`config.mk`:
```
export PLATFORM = sky130hd
export DESIGN_NAME = tiny_core
export DESIGN_NICKNAME = d
export VERILOG_FILES = /design/src/design/tiny_core_pkg.sv /design/src/design/decode_issue.sv /design/src/design/execute_unit.sv /design/src/design/fetch_unit.sv /design/src/design/store_buffer.sv /design/src/design/tiny_core.sv
export SDC_FILE = /design/constraint.sdc
export NUM_CORES = 1
export LEC_CHECK = 0
export BUFFER_PORTS_ARGS = -buffer_cell sky130_fd_sc_hd__buf_2
export CORE_ASPECT_RATIO = 1.2
export CORE_MARGIN = 3
export CORE_UTILIZATION = 50
export DETAILED_ROUTE_END_ITERATION = 10
export PLACE_DENSITY = 0.75
export SYNTH_ARGS = -nofsm -noshare
export SYNTH_HDL_FRONTEND = slang
export SYNTH_SLANG_ARGS = --single-unit
```
`constraint.sdc`:
```
create_clock -name clk_i -period 3.7 [get_ports clk_i]
set_input_delay 0.185 -clock clk_i [delete_from_list [all_inputs] [get_ports clk_i]]
set_output_delay 0.185 -clock clk_i [all_outputs]
set_load 0.02 [all_outputs]
```
`src/design/tiny_core_pkg.sv`:
```
package tiny_core_pkg;

    // Instruction layout
    //   [15:12] opcode, [11:9] rd, [8:6] rs1, [5:3] rs2
    //   LDI and IEN take their immediate from [7:0]
    //   ST writes rs1 to the address held in rs2

    typedef logic [15:0] word_t;
    typedef logic [15:0] instr_t;
    typedef logic [2:0]  reg_idx_t;
    typedef logic [7:0]  imm_t;

    typedef enum logic [3:0] {
        OP_NOP = 4'd0,
        OP_ADD = 4'd1,
        OP_SUB = 4'd2,
        OP_AND = 4'd3,
        OP_XOR = 4'd4,
        OP_LDI = 4'd5,
        OP_ST  = 4'd6,
        OP_IEN = 4'd7,
        OP_WFI = 4'd8
    } opcode_t;

    // Both operands always carry the named registers
    typedef struct packed {
        logic     valid;
        opcode_t  opcode;
        reg_idx_t rd;
        word_t    op_a;
        word_t    op_b;
        imm_t     imm;
    } issue_packet_t;

    typedef struct packed {
        logic     valid;
        reg_idx_t rd;
        word_t    data;
    } writeback_t;

    typedef struct packed {
        logic  valid;
        word_t addr;
        word_t data;
    } store_req_t;

endpackage

```
`src/design/decode_issue.sv`:
```
module decode_issue import tiny_core_pkg::*; (
    input  logic          clk_i,
    input  logic          rst_n_i,

    input  logic          instr_valid_i,
    input  instr_t        instr_i,
    output logic          instr_pop_o,

    input  logic          stall_i,
    input  logic          wake_i,
    input  writeback_t    writeback_i,
    output issue_packet_t packet_o
);

    typedef enum logic {RUN, WAIT} wfi_state_e;

    wfi_state_e state_q;
    word_t      regs_q [8];
    logic [7:0] busy_q;
    logic [7:0] busy_eff;
    logic [7:0] busy_next;
    opcode_t    opcode;
    reg_idx_t   rd;
    reg_idx_t   rs1;
    reg_idx_t   rs2;
    logic       reads_src;
    logic       writes_rd;
    logic       hazard;
    logic       issue;
    logic       held_store;
    logic       irq_mark;

    // Register read with bypass from the writeback in flight
    function automatic word_t read_reg(reg_idx_t idx);
        if (writeback_i.valid && (writeback_i.rd == idx)) begin
            return writeback_i.data;
        end
        return regs_q[idx];
    endfunction

    // ==============================
    // Decode and hazard check
    // ==============================

    always_comb begin
        opcode = opcode_t'(instr_i[15:12]);
        rd = instr_i[11:9];
        rs1 = instr_i[8:6];
        rs2 = instr_i[5:3];
        writes_rd = opcode inside {OP_ADD, OP_SUB, OP_AND, OP_XOR, OP_LDI};
        reads_src = opcode inside {OP_ADD, OP_SUB, OP_AND, OP_XOR, OP_ST};

        // A register written back this cycle counts as free
        busy_eff = busy_q;
        if (writeback_i.valid) begin
            busy_eff[writeback_i.rd] = 1'b0;
        end

        hazard = (reads_src & (busy_eff[rs1] | busy_eff[rs2])) | (writes_rd & busy_eff[rd]);
        issue = instr_valid_i & (state_q == RUN) & ~hazard & ~stall_i;

        // Stall with a ST in the register means a full store buffer
        // Any other stall is execute reserving r7 for an interrupt
        held_store = packet_o.valid & (packet_o.opcode == OP_ST);
        irq_mark = stall_i & ~held_store;

        busy_next = busy_eff;
        if (issue && writes_rd) begin
            busy_next[rd] = 1'b1;
        end
        if (irq_mark) begin
            busy_next[7] = 1'b1;
        end
    end

    assign instr_pop_o = issue;

    // ==============================
    // Register file and issue register
    // ==============================

    always_ff @(posedge clk_i) begin
        if (!rst_n_i) begin
            for (int i = 0; i < 8; i++) begin
                regs_q[i] <= '0;
            end
            busy_q <= '0;
            state_q <= RUN;
            packet_o <= '0;
        end else begin
            if (writeback_i.valid) begin
                regs_q[writeback_i.rd] <= writeback_i.data;
            end
            busy_q <= busy_next;

            if (issue) begin
                packet_o <= '{valid: 1'b1, opcode: opcode, rd: rd, op_a: read_reg(rs1),
                              op_b: read_reg(rs2), imm: instr_i[7:0]};
            end else if (!(stall_i && held_store)) begin
                packet_o.valid <= 1'b0;
            end

            // WFI hold
            if (issue && (opcode == OP_WFI)) begin
                state_q <= WAIT;
            end else if ((state_q == WAIT) && wake_i) begin
                state_q <= RUN;
            end
        end
    end

    assert property (@(posedge clk_i) disable iff (!rst_n_i)
        writeback_i.valid |-> busy_q[writeback_i.rd]);

endmodule

```
`src/design/execute_unit.sv`:
```
module execute_unit import tiny_core_pkg::*; (
    input  logic          clk_i,
    input  logic          rst_n_i,

    input  issue_packet_t packet_i,
    input  logic          store_full_i,
    input  logic          raw_int_edge_i,
    input  logic          gated_int_edge_i,
    input  imm_t          interrupt_vector_i,

    output writeback_t    writeback_o,
    output store_req_t    store_o,
    output logic          stall_o,
    output logic          wake_o,
    output logic          int_enable_o,
    output logic          int_ack_o
);

    typedef enum logic [1:0] {IRQ_IDLE, IRQ_WAIT, IRQ_WRITE} irq_state_e;

    irq_state_e irq_state_q;
    irq_state_e irq_state_d;
    imm_t       vector_q;
    word_t      alu_result;
    logic       alu_wb;
    logic       st_in_pkt;
    logic       st_blocked;
    logic       r7_in_pkt;
    logic       irq_pend;
    logic       irq_mark;

    always_comb begin
        alu_wb = packet_i.valid &
                 (packet_i.opcode inside {OP_ADD, OP_SUB, OP_AND, OP_XOR, OP_LDI});
        r7_in_pkt = alu_wb & (packet_i.rd == 3'd7);
        case (packet_i.opcode)
            OP_ADD:  alu_result = packet_i.op_a + packet_i.op_b;
            OP_SUB:  alu_result = packet_i.op_a - packet_i.op_b;
            OP_AND:  alu_result = packet_i.op_a & packet_i.op_b;
            OP_XOR:  alu_result = packet_i.op_a ^ packet_i.op_b;
            OP_LDI:  alu_result = {8'h00, packet_i.imm};
            default: alu_result = '0;
        endcase
    end

    // Stores go straight to the buffer
    // A full buffer holds the ST in the issue register
    assign st_in_pkt = packet_i.valid & (packet_i.opcode == OP_ST);
    assign st_blocked = st_in_pkt & store_full_i;
    assign store_o = '{valid: st_in_pkt & ~store_full_i, addr: packet_i.op_b, data: packet_i.op_a};

    // ==============================
    // Interrupt capture into r7
    // ==============================

    // Stalling once marks r7 busy in decode and leaves a bubble behind
    // The r7 write then takes that free writeback slot
    always_comb begin
        irq_pend = gated_int_edge_i | (irq_state_q == IRQ_WAIT);
        irq_mark = irq_pend & (irq_state_q != IRQ_WRITE) & ~st_in_pkt & ~r7_in_pkt;
        if (irq_state_q == IRQ_WRITE) begin
            irq_state_d = gated_int_edge_i ? IRQ_WAIT : IRQ_IDLE;
        end else if (irq_mark) begin
            irq_state_d = IRQ_WRITE;
        end else if (irq_pend) begin
            irq_state_d = IRQ_WAIT;
        end else begin
            irq_state_d = IRQ_IDLE;
        end
    end

    assign stall_o = st_blocked | irq_mark;

    always_ff @(posedge clk_i) begin
        if (!rst_n_i) begin
            irq_state_q <= IRQ_IDLE;
            int_enable_o <= 1'b0;
            int_ack_o <= 1'b0;
            wake_o <= 1'b0;
            writeback_o <= '0;
        end else begin
            irq_state_q <= irq_state_d;
            int_ack_o <= gated_int_edge_i;
            wake_o <= raw_int_edge_i;
            if (packet_i.valid && (packet_i.opcode == OP_IEN)) begin
                int_enable_o <= packet_i.imm[0];
            end
            if (irq_state_q == IRQ_WRITE) begin
                writeback_o <= '{valid: 1'b1, rd: 3'd7, data: {8'h00, vector_q}};
            end else begin
                writeback_o <= '{valid: alu_wb, rd: packet_i.rd, data: alu_result};
            end
        end
    end

    always_ff @(posedge clk_i) begin
        if (gated_int_edge_i) begin
            vector_q <= interrupt_vector_i;
        end
    end

    // Decode must have put a bubble in the issue register for the r7 write
    assert property (@(posedge clk_i) disable iff (!rst_n_i)
        (irq_state_q == IRQ_WRITE) |-> !packet_i.valid);

endmodule

```
`src/design/fetch_unit.sv`:
```
module fetch_unit import tiny_core_pkg::*; #(
    parameter int INSTR_BUFFER_SIZE = 4
) (
    input  logic   clk_i,
    input  logic   rst_n_i,

    // Fetch channel
    output logic   fetch_req_o,
    output word_t  fetch_addr_o,
    input  logic   fetch_valid_i,
    input  instr_t fetch_instr_i,

    // Towards decode
    output logic   instr_valid_o,
    output instr_t instr_o,
    input  logic   instr_pop_i
);

    localparam int CW = $clog2(INSTR_BUFFER_SIZE + 1);
    localparam int PW = (INSTR_BUFFER_SIZE > 1) ? $clog2(INSTR_BUFFER_SIZE) : 1;

    word_t         pc_q;
    logic [CW-1:0] credit_q;
    logic [CW-1:0] count_q;
    logic [CW-1:0] outstanding_q;
    logic [PW-1:0] wr_ptr_q;
    logic [PW-1:0] rd_ptr_q;
    instr_t        buffer_q [INSTR_BUFFER_SIZE];
    logic          send;

    // Each credit stands for one buffer slot from request until decode pops it
    assign send = (credit_q != '0);

    always_ff @(posedge clk_i) begin
        if (!rst_n_i) begin
            fetch_req_o <= 1'b0;
            pc_q <= '0;
            credit_q <= CW'(INSTR_BUFFER_SIZE);
            outstanding_q <= '0;
        end else begin
            fetch_req_o <= send;
            if (send) begin
                pc_q <= pc_q + 16'd1;
            end
            case ({send, instr_pop_i})
                2'b10:   credit_q <= credit_q - 1'b1;
                2'b01:   credit_q <= credit_q + 1'b1;
                default: credit_q <= credit_q;
            endcase
            case ({fetch_req_o, fetch_valid_i})
                2'b10:   outstanding_q <= outstanding_q + 1'b1;
                2'b01:   outstanding_q <= outstanding_q - 1'b1;
                default: outstanding_q <= outstanding_q;
            endcase
        end
    end

    always_ff @(posedge clk_i) begin
        fetch_addr_o <= pc_q;
    end

    // In-order instruction buffer
    assign instr_valid_o = (count_q != '0);
    assign instr_o = buffer_q[rd_ptr_q];

    always_ff @(posedge clk_i) begin
        if (!rst_n_i) begin
            wr_ptr_q <= '0;
            rd_ptr_q <= '0;
            count_q <= '0;
        end else begin
            if (fetch_valid_i) begin
                wr_ptr_q <= (wr_ptr_q == PW'(INSTR_BUFFER_SIZE - 1)) ? '0 : wr_ptr_q + 1'b1;
            end
            if (instr_pop_i) begin
                rd_ptr_q <= (rd_ptr_q == PW'(INSTR_BUFFER_SIZE - 1)) ? '0 : rd_ptr_q + 1'b1;
            end
            case ({fetch_valid_i, instr_pop_i})
                2'b10:   count_q <= count_q + 1'b1;
                2'b01:   count_q <= count_q - 1'b1;
                default: count_q <= count_q;
            endcase
        end
    end

    always_ff @(posedge clk_i) begin
        if (fetch_valid_i) begin
            buffer_q[wr_ptr_q] <= fetch_instr_i;
        end
    end

    // Memory answers each request once, so a return needs one in flight
    assert property (@(posedge clk_i) disable iff (!rst_n_i)
        fetch_valid_i |-> (outstanding_q != '0));

endmodule

```
`src/design/store_buffer.sv`:
```
module store_buffer import tiny_core_pkg::*; #(
    parameter int STORE_BUFFER_SIZE = 4
) (
    input  logic       clk_i,
    input  logic       rst_n_i,

    input  store_req_t store_i,
    output logic       store_full_o,

    // Store channel
    output logic       store_req_o,
    output word_t      store_addr_o,
    output word_t      store_data_o,
    input  logic       store_done_i
);

    localparam int CW = $clog2(STORE_BUFFER_SIZE + 1);
    localparam int PW = (STORE_BUFFER_SIZE > 1) ? $clog2(STORE_BUFFER_SIZE) : 1;

    word_t         addr_q [STORE_BUFFER_SIZE];
    word_t         data_q [STORE_BUFFER_SIZE];
    logic [PW-1:0] wr_ptr_q;
    logic [PW-1:0] rd_ptr_q;
    logic [CW-1:0] count_q;
    logic          launch;

    assign store_full_o = (count_q == CW'(STORE_BUFFER_SIZE));

    // Head leaves the FIFO when the channel is idle
    assign launch = ~store_req_o & (count_q != '0);

    always_ff @(posedge clk_i) begin
        if (!rst_n_i) begin
            wr_ptr_q <= '0;
            rd_ptr_q <= '0;
            count_q <= '0;
            store_req_o <= 1'b0;
        end else begin
            if (store_i.valid) begin
                wr_ptr_q <= (wr_ptr_q == PW'(STORE_BUFFER_SIZE - 1)) ? '0 : wr_ptr_q + 1'b1;
            end
            if (launch) begin
                rd_ptr_q <= (rd_ptr_q == PW'(STORE_BUFFER_SIZE - 1)) ? '0 : rd_ptr_q + 1'b1;
            end
            case ({store_i.valid, launch})
                2'b10:   count_q <= count_q + 1'b1;
                2'b01:   count_q <= count_q - 1'b1;
                default: count_q <= count_q;
            endcase
            // Request held until done, then low for at least one cycle
            if (launch) begin
                store_req_o <= 1'b1;
            end else if (store_done_i) begin
                store_req_o <= 1'b0;
            end
        end
    end

    always_ff @(posedge clk_i) begin
        if (store_i.valid) begin
            addr_q[wr_ptr_q] <= store_i.addr;
            data_q[wr_ptr_q] <= store_i.data;
        end
        if (launch) begin
            store_addr_o <= addr_q[rd_ptr_q];
            store_data_o <= data_q[rd_ptr_q];
        end
    end

    assert property (@(posedge clk_i) disable iff (!rst_n_i)
        store_i.valid |-> !store_full_o);

endmodule

```
`src/design/tiny_core.sv`:
```
module tiny_core import tiny_core_pkg::*; #(
    parameter int INSTR_BUFFER_SIZE = 4,
    parameter int STORE_BUFFER_SIZE = 4
) (
    input  logic   clk_i,
    input  logic   rst_n_i,

    // Fetch channel
    output logic   fetch_req_o,
    output word_t  fetch_addr_o,
    input  logic   fetch_valid_i,
    input  instr_t fetch_instr_i,

    // Store channel
    output logic   store_req_o,
    output word_t  store_addr_o,
    output word_t  store_data_o,
    input  logic   store_done_i,

    // Interrupt
    input  logic   interrupt_i,
    input  imm_t   interrupt_vector_i,
    output logic   interrupt_ack_o
);

    logic          instr_valid;
    instr_t        instr;
    logic          instr_pop;
    issue_packet_t packet;
    writeback_t    writeback;
    store_req_t    store_req;
    logic          store_full;
    logic          stall;
    logic          wake;
    logic          int_enable;
    logic          int_ack;
    logic          gated_int;
    logic          raw_prev_q;
    logic          gated_prev_q;
    logic          raw_int_edge;
    logic          gated_int_edge;

    // ==============================
    // Interrupt edge detection
    // ==============================

    assign gated_int = interrupt_i & int_enable;

    always_ff @(posedge clk_i) begin
        if (!rst_n_i) begin
            raw_prev_q <= 1'b0;
            gated_prev_q <= 1'b0;
            raw_int_edge <= 1'b0;
            gated_int_edge <= 1'b0;
            interrupt_ack_o <= 1'b0;
        end else begin
            raw_prev_q <= interrupt_i;
            gated_prev_q <= gated_int;
            raw_int_edge <= interrupt_i & ~raw_prev_q;
            gated_int_edge <= gated_int & ~gated_prev_q;
            interrupt_ack_o <= int_ack;
        end
    end

    // ==============================
    // Front end
    // ==============================

    fetch_unit #(
        .INSTR_BUFFER_SIZE ( INSTR_BUFFER_SIZE )
    ) fetch0 (
        .clk_i         ( clk_i         ),
        .rst_n_i       ( rst_n_i       ),
        .fetch_req_o   ( fetch_req_o   ),
        .fetch_addr_o  ( fetch_addr_o  ),
        .fetch_valid_i ( fetch_valid_i ),
        .fetch_instr_i ( fetch_instr_i ),
        .instr_valid_o ( instr_valid   ),
        .instr_o       ( instr         ),
        .instr_pop_i   ( instr_pop     )
    );

    decode_issue decode0 (
        .clk_i         ( clk_i       ),
        .rst_n_i       ( rst_n_i     ),
        .instr_valid_i ( instr_valid ),
        .instr_i       ( instr       ),
        .instr_pop_o   ( instr_pop   ),
        .stall_i       ( stall       ),
        .wake_i        ( wake        ),
        .writeback_i   ( writeback   ),
        .packet_o      ( packet      )
    );

    // ==============================
    // Back end
    // ==============================

    execute_unit execute0 (
        .clk_i              ( clk_i              ),
        .rst_n_i            ( rst_n_i            ),
        .packet_i           ( packet             ),
        .store_full_i       ( store_full         ),
        .raw_int_edge_i     ( raw_int_edge       ),
        .gated_int_edge_i   ( gated_int_edge     ),
        .interrupt_vector_i ( interrupt_vector_i ),
        .writeback_o        ( writeback          ),
        .store_o            ( store_req          ),
        .stall_o            ( stall              ),
        .wake_o             ( wake               ),
        .int_enable_o       ( int_enable         ),
        .int_ack_o          ( int_ack            )
    );

    store_buffer #(
        .STORE_BUFFER_SIZE ( STORE_BUFFER_SIZE )
    ) store0 (
        .clk_i        ( clk_i        ),
        .rst_n_i      ( rst_n_i      ),
        .store_i      ( store_req    ),
        .store_full_o ( store_full   ),
        .store_req_o  ( store_req_o  ),
        .store_addr_o ( store_addr_o ),
        .store_data_o ( store_data_o ),
        .store_done_i ( store_done_i )
    );

endmodule

```
==> summary.txt <==
Run status
  • Status: finished clean

Worst setup path
  • Worst path most repeated cell: a21oi_1
  • Crit path largest cell delay: 590 ps
  • CP required: 4210 ps
  • Crit path cell chain: buf_12, mux4_2, o211a_1, a311oi_2, a211o_1, a21oi_1, nor4_4, ha_2, inv_1, fa_1, xor2_1, or3_1, a21oi_1
  • CP Capture Type: flip-flop
  • CP Launch Type: flip-flop
  • Number of buffers and inverters on the critical path: 2
  • Worst reg2reg path depth: 13
  • Critical Path AT: 4100 ps
  • Worst Path Max Fanout: 7
  • R2r setup slk: 110 ps
  • Cell family with most CP delay: compound AO/OA/AOI/OAI gates
  • Slowest cell on the critical path: mux4_2
  • Setup CP Type: reg -> reg
  • Worst R2R End: fetch0.count_q[2]

Global route
  • First-pass GRT wire length: 76500 µm
  • Initial antenna violation count: 0
  • Pin count of the biggest net entering global routing: 112
  • Total global routing overflow: 0
  • Overall Global Routing Usage: 0.208
  • Vias in the first global route: 13974

STA
  • Final Hold Vio Count: 0
  • Worst slew margin: 0.281
  • Slew Viols, Final: 0
  • Worst-Margin Slew: 1070 ps
  • Setup violators final: 0
  • Fmax: 279 MHz
  • Period utilization: 0.970
  • Layout Skew: 27.6 ps
  • Fin crit period: 3590 ps
  • Setup TNS: 0 ps

Yosys
  • Distinct cells, synth: 62
  • Synth Flop Type: edfxtp_1
  • Seq cells post-synth: 500
  • Cell area after synthesis: 21900 µm²
  • Async SR Flop Fraction: 0
  • Post-synthesis net count: 1627
  • Synth warnings: 0
  • Post-synth EDFFs: 360
  • Syn Area/Cell: 14.2 µm²
  • Synth Instances: 1549
  • Register area share after synthesis: 0.621

Hold path
  • Worst hold endpoint: decode0.packet_o[3]
  • Worst hold path type: in -> reg
  • Hold Path Depth: 3
  • Hold Crit Start: rst_n_i

Power and ir drop
  • Leak: 9.10 nW
  • Max IR drop VDD: 0.413 mV
  • Power Total: 20.1 mW
  • Pwr dens: 800 nW/µm²

Clock tree
  • CTS tree: built
  • CTS max path bufs: 3
  • Root Buffer: clkbuf_16
  • Worst skew pair latency: 580 ps
  • Clock slew at reported path FFs: 70 ps
  • H-tree depth: 2
  • CTS buffer count: 48
  • Num Clock Sinks: 500

Drt
  • First-iteration detailed-routing DRC count: 1096
  • Routed Antenna Nets: 0
  • Routed vias: 13488
  • DR pass1 iterations: 8
  • DR vias/cell: 5.92
  • Wire length per cell: 21.0 µm
  • Wirelength, routed: 47900 µm
  • Residual DRC: 0

Die
  • DIE AREA: 46400 µm²
  • Site Rows: 83
  • Initial Util: 0.509
  • Die extent in y: 235 µm
  • Die span in x: 197 µm
  • Core area: 43100 µm²
  • Io pins: 80

Placement
  • # port buffers: 79
  • Gpl congestion: 0.949
  • DP Wirelength: 30700 µm
  • Placed cell area: 23100 µm²

Job
  • Max-cap violation count: 0

Finish
  • Post-Layout Inst Area: 25100 µm²
  • Area growth from synthesis to layout: 14.4%
  • Diodes inserted: 0
  • # nets final: 1767
  • Layout cell share with drive strength beyond 1: 0.211
-- final cells by class --
cell class	count	area [µm²]
multi-input combinational	929	7880
clock inverter	29	263
inverter	29	109
timing repair buffer	181	1270
sequential	500	13600
clock buffer	58	1270
fill	3179	18000
tap	552	691
-- synthesized netlist by cell type, drive strengths merged, types with 2 or more instances --
library cell / number / share of area
nor2: 81 / 0.014
nor4: 6 / 0.0020
nor3: 17 / 0.0041
or4b: 2 / 0.00091
dfxtp: 140 / 0.13
buf: 31 / 0.0077
or2: 3 / 0.00086
fa: 3 / 0.0027
mux2: 4 / 0.0021
o2111ai: 33 / 0.013
a221oi: 2 / 0.00080
and2: 143 / 0.041
o41ai: 2 / 0.00080
xor2: 27 / 0.011
nand3: 44 / 0.010
o21bai: 2 / 0.00068
xnor2: 28 / 0.011
a21oi: 33 / 0.0075
a22o: 5 / 0.0020
nor4b: 3 / 0.0012
nand2b: 5 / 0.0014
mux2i: 37 / 0.017
ha: 46 / 0.026
and3: 8 / 0.0023
o31ai: 8 / 0.0027
or3: 10 / 0.0029
a211o: 5 / 0.0020
clkbuf: 60 / 0.010
o21ai: 77 / 0.018
nor2b: 5 / 0.0014
mux4: 112 / 0.12
nand2: 121 / 0.021
a21o: 4 / 0.0014
nand4: 11 / 0.0034
o21a: 3 / 0.0010
o211a: 2 / 0.00091
a22oi: 4 / 0.0014
o22ai: 4 / 0.0011
o211ai: 3 / 0.0010
a31oi: 3 / 0.00086
a222oi: 10 / 0.0046
o32ai: 2 / 0.0015
inv: 29 / 0.0050
edfxtp: 360 / 0.49
-- worst max-delay path by stage --
stage | end | slack [ps] | cells after the start
2_1_floorplan | fetch0.count_q[2] | 7 | 15
3_3_place_gp | fetch0.count_q[2] | 100 | 13
3_5_place_dp | fetch0.count_q[2] | -20 | 14
4_1_cts | fetch0.count_q[2] | 2 | 14
5_1_grt | fetch0.count_q[2] | -40 | 13
6_report | fetch0.count_q[2] | 110 | 13
-- routing by layer --
layer  vias up  track usage  share of wire
li1       6166            -              -
met1      6709        0.266           0.40
met3       112       0.0342          0.061
met5         -            0              0
met2       501        0.356           0.51
met4         0       0.0791          0.031
-- repair_timing --
action	4_1_cts	5_1_grt
gates resized for setup	2	13
hold endpoints to repair	77	0
pin swaps	3	3
buffers inserted	2	8
hold buffers	27	0
endpoints found under the setup margin	1	39
-- cells in the final DEF, fill, tap and decap left out, drive strengths merged, types with 4 or more instances in the layout --
cell type | Yosys | layout
a211o | 5 | 5
a21o | 4 | 4
a21oi | 33 | 33
a222oi | 10 | 10
a22o | 5 | 5
a22oi | 4 | 4
and2 | 143 | 143
and3 | 8 | 8
buf | 31 | 154
clkbuf | 60 | 58
clkinv | 0 | 16
clkinvlp | 0 | 5
dfxtp | 140 | 140
dlygate4sd3 | 0 | 27
edfxtp | 360 | 360
ha | 46 | 46
inv | 29 | 34
mux2 | 4 | 4
mux2i | 37 | 37
mux4 | 112 | 112
nand2 | 121 | 121
nand2b | 5 | 5
nand3 | 44 | 44
nand4 | 11 | 11
nor2 | 81 | 81
nor2b | 5 | 5
nor3 | 17 | 17
nor4 | 6 | 6
o2111ai | 33 | 33
o21ai | 77 | 77
o22ai | 4 | 4
o31ai | 8 | 8
or3 | 10 | 10
xnor2 | 28 | 28
xor2 | 27 | 27
-- sequential cells by signal, summed over array words and instances (netlist names), 2 cells and up, named ones only --
name                  flops
store0.store_addr_o      16
fetch0.buffer_q          64
fetch0.fetch_addr_o      16
fetch0.pc_q              16
store0.addr_q            64
store0.data_q            64
decode0.packet_o         48
fetch0.count_q            3
decode0.busy_q            8
store0.store_data_o      16
fetch0.rd_ptr_q           2
store0.rd_ptr_q           2
store0.wr_ptr_q           2
execute0.writeback_o     20
store0.count_q            3
execute0.vector_q         8
fetch0.credit_q           3
fetch0.wr_ptr_q           2
execute0.irq_state_q      2
decode0.regs_q          128
-- kinds of logic after synthesis --
kind of cell	after synthesis	synth area share
mux	153	0.134
flops	500	0.621
xor+xnor	55	0.0220
simple gates	463	0.107
compound gates	208	0.0635
fa+ha+maj	50	0.0294
buf+inv	120	0.0229
-- through the flow --
step | hold slack (ps) | instances | util | setup WS, ps
2_1_floorplan | 284 | 1549 | - | 7.32
3_3_place_gp | 357 | 2154 | 0.537 | 99.3
3_5_place_dp | 360 | 2154 | 0.537 | -15.4
4_1_cts | 12.3 | 2270 | 0.579 | 2.37
5_1_grt | 53.3 | 2278 | 0.582 | -36.3
6_report | 49.0 | 2278 | 0.582 | 111
-- worst register-to-register path: stages (launching register included) --
cell and delay (ps):
dfxtp_2 360, buf_12 120, mux4_2 590, o211a_1 170, a311oi_2 270, a211o_1 140
a21oi_1 90, nor4_4 420, ha_2 270, inv_1 50, fa_1 440, xor2_1 170
or3_1 300, a21oi_1 140
-- power breakdown --
group          internal (mW)  switching (mW)
logic                   3.40            4.25
clock network           2.68            2.10
registers               6.92           0.742
No activity file was read; power rests on OpenSTA's default activity.
